===== src/dma_cfg.svh =====
// Sample mover configuration
// Channel count, bus timing, address map, widths and the fixed channel orders

`ifndef DMA_CFG_SVH
`define DMA_CFG_SVH

`define CHANNEL_NUMBER 3
`define SB_DELAY 5

// Source channel k sits at BASE_ADDRESS + (k - 1) * CHANNEL_OFFSET
`define BASE_ADDRESS 32'h43c0_0000
`define CHANNEL_OFFSET 32'h4
`define TARGET_ADDRESS 8'h18

`define SAMPLE_WIDTH 16
`define BUS_ADDR_WIDTH 32
`define DEST_WIDTH 8

// Position i reads source SOURCE_SEQ_i and writes target TARGET_SEQ_i (1-based)
`define SOURCE_SEQ_0 3
`define SOURCE_SEQ_1 1
`define SOURCE_SEQ_2 2
`define TARGET_SEQ_0 2
`define TARGET_SEQ_1 3
`define TARGET_SEQ_2 1

`endif


===== src/dma_pkg.sv =====
// Shared types of the sample mover
// Stream beat word and the DMA controller state

`default_nettype none

`include "dma_cfg.svh"

package dma_pkg;

    // Register address field of a beat word
    typedef logic [7:0] reg_address_t;

    // The sender fills the raw view, the target bank decodes the fields view
    typedef union packed {
        logic [8+`SAMPLE_WIDTH-1:0] raw;
        struct packed {
            reg_address_t reg_address;
            logic [`SAMPLE_WIDTH-1:0] value;
        } fields;
    } stream_word_t;

    // Per-channel steps of an active frame
    typedef enum logic [1:0] {
        idle,
        read_source,
        wait_bus
    } dma_state_t;

endpackage

`default_nettype wire


===== src/channel_registers.sv =====
// Source register bank with one sample per channel
// Read over the simple bus through a two-stage pipeline

`timescale 1ns/10ps
`default_nettype none

`include "dma_cfg.svh"

module channel_registers (
    input wire clock,
    input wire reset,
    input wire sample_write,
    input wire [1:0] sample_channel,
    input wire [`SAMPLE_WIDTH-1:0] sample_value,
    input wire [`BUS_ADDR_WIDTH-1:0] sb_address,
    input wire sb_read_strobe,
    output logic sb_ready,
    output logic [`SAMPLE_WIDTH-1:0] sb_read_data
);

    logic [`SAMPLE_WIDTH-1:0] samples [`CHANNEL_NUMBER];
    logic [`BUS_ADDR_WIDTH-1:0] address_offset;
    logic [`BUS_ADDR_WIDTH-1:0] address_slot;
    logic address_hit;
    logic read_pending;
    logic read_hit;
    logic [1:0] read_slot;
    logic data_pending;

    // sample_channel is the 0-based slot, so source channel k uses slot k - 1
    assign address_offset = sb_address - `BASE_ADDRESS;
    assign address_slot = address_offset / `CHANNEL_OFFSET;
    assign address_hit = address_slot < `CHANNEL_NUMBER;

    assign sb_ready = ~(read_pending | data_pending);

    always_ff @(posedge clock) begin
        if (!reset) begin
            for (int i = 0; i < `CHANNEL_NUMBER; i++) begin
                samples[i] <= '0;
            end
        end else if (sample_write && sample_channel < `CHANNEL_NUMBER) begin
            samples[sample_channel] <= sample_value;
        end
    end

    // First stage latches the decoded slot, second stage returns the data
    always_ff @(posedge clock) begin
        if (!reset) begin
            read_pending <= 1'b0;
            data_pending <= 1'b0;
            read_hit <= 1'b0;
            read_slot <= '0;
            sb_read_data <= '0;
        end else begin
            read_pending <= sb_read_strobe;
            data_pending <= read_pending;
            if (sb_read_strobe) begin
                read_hit <= address_hit;
                read_slot <= address_slot[1:0];
            end
            if (read_pending) begin
                sb_read_data <= read_hit ? samples[read_slot] : '0;
            end
        end
    end

    // The master must wait for the pipeline to drain before the next read
    strobe_only_when_ready: assert property (
        @(posedge clock) disable iff (!reset) sb_read_strobe |-> sb_ready
    );

endmodule

`default_nettype wire


===== src/address_sequencer.sv =====
// Channel index counter of the DMA master
// Maps the index to the source bus address and the target destination

`timescale 1ns/10ps
`default_nettype none

`include "dma_cfg.svh"

module address_sequencer (
    input wire clock,
    input wire reset,
    input wire seq_clear,
    input wire seq_step,
    output logic [`BUS_ADDR_WIDTH-1:0] sb_address,
    output logic [`DEST_WIDTH-1:0] target_dest,
    output logic last_channel
);

    logic [1:0] channel_index;
    logic [`BUS_ADDR_WIDTH-1:0] source_channel;
    logic [`DEST_WIDTH-1:0] target_channel;

    // Fixed channel orders, both 1-based
    always_comb begin
        case (channel_index)
            2'd0: source_channel = `BUS_ADDR_WIDTH'(`SOURCE_SEQ_0);
            2'd1: source_channel = `BUS_ADDR_WIDTH'(`SOURCE_SEQ_1);
            default: source_channel = `BUS_ADDR_WIDTH'(`SOURCE_SEQ_2);
        endcase
        case (channel_index)
            2'd0: target_channel = `DEST_WIDTH'(`TARGET_SEQ_0);
            2'd1: target_channel = `DEST_WIDTH'(`TARGET_SEQ_1);
            default: target_channel = `DEST_WIDTH'(`TARGET_SEQ_2);
        endcase
    end

    assign last_channel = channel_index == 2'(`CHANNEL_NUMBER);

    always_ff @(posedge clock) begin
        if (!reset || seq_clear) begin
            channel_index <= '0;
        end else if (seq_step) begin
            channel_index <= channel_index + 2'd1;
        end
    end

    // Address and destination of the channel being read stay put until the next step
    always_ff @(posedge clock) begin
        if (!reset) begin
            sb_address <= '0;
            target_dest <= '0;
        end else if (seq_step) begin
            sb_address <= `BASE_ADDRESS + (source_channel - 1) * `CHANNEL_OFFSET;
            target_dest <= target_channel;
        end
    end

    no_step_past_last: assert property (
        @(posedge clock) disable iff (!reset) seq_step |-> channel_index < `CHANNEL_NUMBER
    );

endmodule

`default_nettype wire


===== src/dma_control.sv =====
// DMA master controller
// Runs one frame per enable and walks each channel through read, bus wait and beat

`timescale 1ns/10ps
`default_nettype none

`include "dma_cfg.svh"

module dma_control (
    input wire clock,
    input wire reset,
    input wire enable,
    input wire sb_ready,
    input wire stream_ready,
    input wire last_channel,
    output logic sb_read_strobe,
    output logic seq_clear,
    output logic seq_step,
    output logic capture,
    output logic frame_done
);

    import dma_pkg::*;

    localparam int WAIT_WIDTH = $clog2(`SB_DELAY);

    logic active;
    dma_state_t state;
    logic [WAIT_WIDTH-1:0] wait_counter;
    logic wait_done;

    assign wait_done = wait_counter == WAIT_WIDTH'(`SB_DELAY - 1);

    // The index is held at zero between frames
    assign seq_clear = ~active;

    // A read starts only when both the bus and the sink can take it
    assign seq_step = active && state == idle && stream_ready && sb_ready;

    assign capture = active && state == wait_bus && wait_done;

    always_ff @(posedge clock) begin
        if (!reset) begin
            active <= 1'b0;
            state <= idle;
            wait_counter <= '0;
            sb_read_strobe <= 1'b0;
            frame_done <= 1'b0;
        end else begin
            sb_read_strobe <= seq_step;
            // Lines up with the last beat leaving the packer
            frame_done <= capture && last_channel;
            if (!active) begin
                state <= idle;
                wait_counter <= '0;
                active <= enable;
            end else begin
                case (state)
                    idle: begin
                        if (seq_step) begin
                            state <= read_source;
                        end
                    end
                    read_source: begin
                        state <= wait_bus;
                    end
                    wait_bus: begin
                        if (wait_done) begin
                            state <= idle;
                            wait_counter <= '0;
                            if (last_channel) begin
                                active <= 1'b0;
                            end
                        end else begin
                            wait_counter <= wait_counter + 1'b1;
                        end
                    end
                    default: begin
                        state <= idle;
                        active <= 1'b0;
                    end
                endcase
            end
        end
    end

    // A beat is always preceded by a read exactly one bus delay earlier
    capture_after_full_wait: assert property (
        @(posedge clock) disable iff (!reset)
        capture |-> state == wait_bus && $past(state, `SB_DELAY) == read_source
    );

endmodule

`default_nettype wire


===== src/stream_packer.sv =====
// Stream beat builder
// Packs the read sample behind the target address and pulses valid for one cycle

`timescale 1ns/10ps
`default_nettype none

`include "dma_cfg.svh"

module stream_packer (
    input wire clock,
    input wire reset,
    input wire capture,
    input wire [`SAMPLE_WIDTH-1:0] sb_read_data,
    input wire [`DEST_WIDTH-1:0] target_dest,
    input wire last_channel,
    output dma_pkg::stream_word_t stream_data,
    output logic [`DEST_WIDTH-1:0] stream_dest,
    output logic stream_valid,
    output logic stream_last
);

    // No ready hold here, the sink has to take the beat in its valid cycle
    always_ff @(posedge clock) begin
        if (!reset) begin
            stream_data <= '0;
            stream_dest <= '0;
            stream_valid <= 1'b0;
            stream_last <= 1'b0;
        end else if (capture) begin
            stream_data.raw <= {`TARGET_ADDRESS, sb_read_data};
            stream_dest <= target_dest;
            stream_valid <= 1'b1;
            stream_last <= last_channel;
        end else begin
            // Bus outputs return to zero between beats
            stream_data <= '0;
            stream_dest <= '0;
            stream_valid <= 1'b0;
            stream_last <= 1'b0;
        end
    end

endmodule

`default_nettype wire


===== src/target_registers.sv =====
// Target register bank fed by the stream
// Stores each accepted beat per destination channel with a registered readout

`timescale 1ns/10ps
`default_nettype none

`include "dma_cfg.svh"

module target_registers (
    input wire clock,
    input wire reset,
    input wire hold,
    input wire dma_pkg::stream_word_t stream_data,
    input wire [`DEST_WIDTH-1:0] stream_dest,
    input wire stream_valid,
    input wire stream_last,
    input wire [1:0] read_channel,
    output logic stream_ready,
    output logic [`SAMPLE_WIDTH-1:0] read_value
);

    logic [`SAMPLE_WIDTH-1:0] stored [`CHANNEL_NUMBER];
    logic [`DEST_WIDTH-1:0] store_slot;
    logic dest_in_range;
    logic accept;
    logic [1:0] beat_count;

    assign stream_ready = ~hold;

    // Destinations are 1-based on the stream
    assign store_slot = stream_dest - `DEST_WIDTH'(1);
    assign dest_in_range = stream_dest >= `DEST_WIDTH'(1)
        && stream_dest <= `DEST_WIDTH'(`CHANNEL_NUMBER);

    // Every valid beat is taken, but only ones for this bank are stored
    assign accept = stream_valid && dest_in_range
        && stream_data.fields.reg_address == `TARGET_ADDRESS;

    always_ff @(posedge clock) begin
        if (!reset) begin
            for (int i = 0; i < `CHANNEL_NUMBER; i++) begin
                stored[i] <= '0;
            end
        end else if (accept) begin
            stored[store_slot[1:0]] <= stream_data.fields.value;
        end
    end

    always_ff @(posedge clock) begin
        if (!reset) begin
            read_value <= '0;
        end else begin
            read_value <= read_channel < `CHANNEL_NUMBER ? stored[read_channel] : '0;
        end
    end

    // Beat position inside the current frame
    always_ff @(posedge clock) begin
        if (!reset) begin
            beat_count <= '0;
        end else if (stream_valid) begin
            beat_count <= stream_last ? 2'd0 : beat_count + 2'd1;
        end
    end

    dest_within_bank: assert property (
        @(posedge clock) disable iff (!reset) stream_valid |-> dest_in_range
    );

    last_on_final_beat: assert property (
        @(posedge clock) disable iff (!reset)
        stream_valid |-> stream_last == (beat_count == 2'(`CHANNEL_NUMBER - 1))
    );

endmodule

`default_nettype wire


===== src/sample_mover_top.sv =====
// Sample mover top level
// Source bank, DMA master blocks and target bank joined by the simple bus and stream

`timescale 1ns/10ps
`default_nettype none

`include "dma_cfg.svh"

module sample_mover_top (
    input wire clock,
    input wire reset,
    input wire enable,
    input wire hold,
    input wire sample_write,
    input wire [1:0] sample_channel,
    input wire [`SAMPLE_WIDTH-1:0] sample_value,
    input wire [1:0] read_channel,
    output wire frame_done,
    output wire stream_valid,
    output wire stream_last,
    output wire [`SAMPLE_WIDTH-1:0] read_value
);

    import dma_pkg::*;

    wire [`BUS_ADDR_WIDTH-1:0] sb_address;
    wire sb_read_strobe;
    wire sb_ready;
    wire [`SAMPLE_WIDTH-1:0] sb_read_data;
    wire seq_clear;
    wire seq_step;
    wire capture;
    wire last_channel;
    wire [`DEST_WIDTH-1:0] target_dest;
    stream_word_t stream_data;
    wire [`DEST_WIDTH-1:0] stream_dest;
    wire stream_ready;

    channel_registers i_channel_registers (
        .clock(clock), .reset(reset),
        .sample_write(sample_write), .sample_channel(sample_channel),
        .sample_value(sample_value), .sb_address(sb_address),
        .sb_read_strobe(sb_read_strobe), .sb_ready(sb_ready), .sb_read_data(sb_read_data)
    );

    address_sequencer i_address_sequencer (
        .clock(clock), .reset(reset), .seq_clear(seq_clear), .seq_step(seq_step),
        .sb_address(sb_address), .target_dest(target_dest), .last_channel(last_channel)
    );

    dma_control i_dma_control (
        .clock(clock), .reset(reset), .enable(enable), .sb_ready(sb_ready),
        .stream_ready(stream_ready), .last_channel(last_channel),
        .sb_read_strobe(sb_read_strobe), .seq_clear(seq_clear), .seq_step(seq_step),
        .capture(capture), .frame_done(frame_done)
    );

    stream_packer i_stream_packer (
        .clock(clock), .reset(reset), .capture(capture), .sb_read_data(sb_read_data),
        .target_dest(target_dest), .last_channel(last_channel),
        .stream_data(stream_data), .stream_dest(stream_dest),
        .stream_valid(stream_valid), .stream_last(stream_last)
    );

    target_registers i_target_registers (
        .clock(clock), .reset(reset), .hold(hold),
        .stream_data(stream_data), .stream_dest(stream_dest),
        .stream_valid(stream_valid), .stream_last(stream_last),
        .read_channel(read_channel), .stream_ready(stream_ready), .read_value(read_value)
    );

endmodule

`default_nettype wire


===== config.mk =====
export PLATFORM = sky130hd
export DESIGN_NAME = sample_mover_top
export DESIGN_NICKNAME = d
export VERILOG_FILES = /design/src/dma_pkg.sv /design/src/channel_registers.sv /design/src/address_sequencer.sv /design/src/dma_control.sv /design/src/stream_packer.sv /design/src/target_registers.sv /design/src/sample_mover_top.sv
export VERILOG_INCLUDE_DIRS = /design/src
export SDC_FILE = /design/constraint.sdc
export NUM_CORES = 1
export LEC_CHECK = 0
export BUFFER_PORTS_ARGS = -buffer_cell sky130_fd_sc_hd__buf_4
export CAP_MARGIN = 10
export CELL_PAD_IN_SITES_DETAIL_PLACEMENT = 1
export CELL_PAD_IN_SITES_GLOBAL_PLACEMENT = 1
export CORE_MARGIN = 5
export CORE_UTILIZATION = 25
export CTS_BUF_LIST = sky130_fd_sc_hd__clkbuf_4
export DETAILED_ROUTE_END_ITERATION = 10
export HOLD_SLACK_MARGIN = 0.03
export PLACE_DENSITY = 0.53
export SYNTH_ARGS = -nofsm -noshare
export SYNTH_HDL_FRONTEND = slang
export SYNTH_SLANG_ARGS = --single-unit

===== constraint.sdc =====
create_clock -name clock -period 3 [get_ports clock]
set_input_delay 0.3 -clock clock [delete_from_list [all_inputs] [get_ports clock]]
set_output_delay 0.3 -clock clock [all_outputs]
set_load 0.03 [all_outputs]

==> qor.yml <==
worst_setup_path:
  reg2reg_depth: 3
  crit_required_ns: 3.20
  path_class: "in -> reg"
  worstPathMaxFanout: 20
  r2r_slack_ns: 1.10
  reg2reg_to: "i_address_sequencer.sb_address[22]"
  path_buf_inv: 3
  cp_top_family: "buffers and inverters"
  worstPathArrival_ns: 2.20
  startpoint_type: "input port"
  path_cells: "dlygate4sd3_1 > buf_4 > nand2_1 > nor3b_1 > buf_4 > nand2b_1"
  cp_slowest_cell: "nand2b_1"
  slowest_delay_ns: 0.56
  r2r_start: "i_dma_control.state[1]"
  crit_path_end_kind: "register"
  cp_common_cell: "buf_4"
sta:
  fin_setup_tns_ns: 0
  fin_worst_skew_ns: 0.02510
  worst_pin_slew_ns: 0.9620
  rsz0062_at_grt: "false"
  finalSetupViolCount: 0
  period_minus_slack_ns: 1.996
  fmax_ghz: 0.5011
  relSlewSlack_pct: 35.63
  finalMaxSlewViolations: 0
  fin_crit_sh_pct: 66.52
  timing_hold_violations_final: 0
  worst_slack_ns: 1.005
grt:
  overflow: 0
  grt_max_degree: 26
  antenna_found_initial: 1
  grt_pass1_vias: 4425
  grt_pass1_wl_mm: 23.72
  grt_usage_pct: 9.063
die:
  die_w_um: 180.0
  coreArea_mm2: 0.02863
  io_pins: 44
  chipHeight_um: 180.0
  die_area_mm2: 0.03240
  num_rows: 62
  start_util_pct: 25.24
placed_design:
  dp_hpwl_mm: 10.38
  place.gp.congestion: 0.7333
  place_ws_ns: 0.9349
  port_buffers: 43
cts:
  cts_buffers: 17
  cts.sinks: 188
  cts_resized: 0
  clkTransAtPathRegs_ns: 0.17
  cts_tree: "done"
  clock-root-buffer: "clkbuf_4"
  htree_levels: 4
  clock_latency_ns: 0.57
  post_cts.repair.setup_buffers: 0
  cts_buffer_depth: 2
  cts-hold-fix-buffers: 18
final_layout:
  syn_to_final_growth_pct: 17.71
  drive_above_1_share_pct: 16.59
  nFillCells: 3090
  finalNetCount: 658
hold_path:
  hold_path_end: "i_target_registers.read_value[6]"
  hold_depth: 3
  hold_class: "in -> reg"
  min_from: "read_channel[0]"
detailed_routing:
  drt-initial-drc-count: 141
  firstDrtPassIters: 4
  wl_per_cell_um: 13.82
  dr_total_vias: 4066
  ant_nets: 0
  wl_mm: 14.16
  viasPerCell: 3.971
  drc_errors: 0
power_and_ir_drop:
  power.density_mw_per_mm2: 525.2
  p_leak_uw: 0.003181
  peakVddDrop_mv: 0.2355
yosys:
  synth.area.top_cells: "edfxtp_1 (47%), dfxtp_1 (21%), and2_1 (10%)"
  netlist_area_mm2: 0.007226
  syn_avg_cell_area_um2: 13.21
  yosysTopAreaCellShare_pct: 46.55
  synth_cells: 547
  yosysUniqueCellTypes: 37
  seq_area_frac_synth_pct: 67.60
  yosys.area.top_type: "edfxtp_1"
  synth-seq-cells: 188
  synth_warnings: 0
run_status:
  status: "finished, final reports clean"
flow_run:
  maxCapViolCount: 0
==> tightest hold or removal path: stages <==
cell and delay (ns):
buf_4 0.16, or2_2 0.13, a21oi_1 0.05
==> registers in the layout, summed over array words and instances (netlist names), named ones only <==
name	count
i_channel_registers.samples	64
i_target_registers.stored	48
i_stream_packer.stream_data	17
i_channel_registers.sb_read_data	16
i_target_registers.read_value	16
i_address_sequencer.sb_address	5
i_dma_control.wait_counter	3
i_address_sequencer.channel_index	2
i_address_sequencer.target_dest	2
i_channel_registers.read_slot	2
i_dma_control.state	2
i_stream_packer.stream_dest	2
i_channel_registers.data_pending	1
i_channel_registers.read_hit	1
i_channel_registers.read_pending	1
i_dma_control.active	1
i_dma_control.frame_done	1
i_dma_control.sb_read_strobe	1
i_stream_packer.stream_last	1
==> where the power goes <==
part	switching, µW	total [µW]	internal, µW
Sequential	39.5	2890	2850
Combinational	161	274	113
Clock	932	1300	372
==> metrics by stage <==
step / total power [µW] / cells / utilization, % / hold slack, ns / cell area (µm²)
floorplan: 3089 / 562 / - / 0.3989 / 7282
global placement: 3196 / 972 / 28.12 / 0.4295 / 8049
detailed placement: 3209 / 972 / 28.12 / 0.4359 / 8049
CTS: 4535 / 1022 / 29.67 / 0.03254 / 8493
global route: 4682 / 1024 / 29.71 / 0.03926 / 8506
finish: 4467 / 1024 / 29.71 / 0.1060 / 8506
==> placed cells by master, fill, tap and decap left out, types with 3 or more instances in the layout <==
master,netlist,final
a21o_1,17,17
a21oi_1,25,25
and2_1,118,118
buf_4,0,52
clkbuf_4,0,18
clkinv_4,0,3
conb_1,1,16
dfxtp_1,76,75
dlygate4sd3_1,0,19
edfxtp_1,112,112
ha_1,7,7
inv_1,6,6
inv_6,0,4
inv_8,0,3
mux2i_1,52,52
nand2_1,22,22
nand2b_1,5,5
nand3_1,5,5
nor2_1,10,10
nor3_1,5,5
o21ai_0,8,6
o22ai_1,16,16
or2_2,17,17
==> layout make-up <==
class	instances	area [µm²]	area share, %
Multi-Input combinational cell	341	2266	26.64
Antenna cell	1	2.502	0.02942
Clock buffer	18	135.1	1.589
Clock inverter	14	128.9	1.515
Timing Repair Buffer	71	580.6	6.826
Tap cell	384	480.5	5.649
Inverter	7	26.28	0.3089
Sequential cell	188	4886	57.44
==> worst max-delay path by stage <==
stage / start / end / cells after the start
global placement: reset / i_channel_registers.samples[2][5] / 5
finish: reset / i_channel_registers.samples[2][7] / 6
floorplan: i_stream_packer.stream_data[19] / i_target_registers.stored[0][0] / 2
CTS: i_dma_control.state[1] / i_address_sequencer.sb_address[22] / 3
global route: reset / i_channel_registers.samples[2][7] / 6
detailed placement: reset / i_channel_registers.samples[2][6] / 5
==> logic make-up (layout without fill, tap and decap cells) <==
| logic type | Yosys count | count (layout) | share of synthesized area (%) |
|---|---|---|---|
| other | 1 | 17 | 0.05190 |
| AND/OR/NAND/NOR | 193 | 193 | 15.74 |
| flip-flops | 188 | 188 | 67.60 |
| buffers and inverters | 33 | 110 | 1.818 |
| adder cells (fa/ha/maj) | 7 | 7 | 1.212 |
| multiplexers | 52 | 52 | 7.203 |
| AO/OA/AOI/OAI | 73 | 73 | 6.373 |
==> synth_stat cells <==
cell type / number
clkbuf_1: 20
nand4_1: 1
o21ai_0: 8
or2b_1: 1
ha_1: 7
or2_2: 17
a211oi_1: 1
nand2_1: 22
mux2i_1: 52
o21a_1: 1
or4_4: 1
o22ai_1: 16
o32ai_2: 1
clkbuf_2: 1
buf_2: 5
inv_1: 6
or4b_1: 1
nor3b_1: 2
o221a_1: 1
nand2b_1: 5
nand4b_1: 2
and2_1: 118
or3b_2: 1
nor2_1: 10
nand3_1: 5
clkinv_1: 1
dfxtp_1: 76
o211a_1: 1
nor2b_1: 1
a21oi_1: 25
nor3_1: 5
nor4b_1: 1
a21o_1: 17
conb_1: 1
edfxtp_1: 112
a31oi_1: 1
a31o_2: 1
==> routing by layer <==
metal | share of wire (%) | routed length [µm] | vias to the layer above | GRT usage [%]
met1 | 50 | 7102 | 1939 | 12.18
met5 | 0 | 0 | - | 0
met4 | 1.4 | 204 | 0 | 3.017
met2 | 45 | 6379 | 51 | 14.27
met3 | 3.3 | 469 | 14 | 2.385
li1 | - | - | 2062 | -
Note: power is estimated with default switching activity, not from simulation.
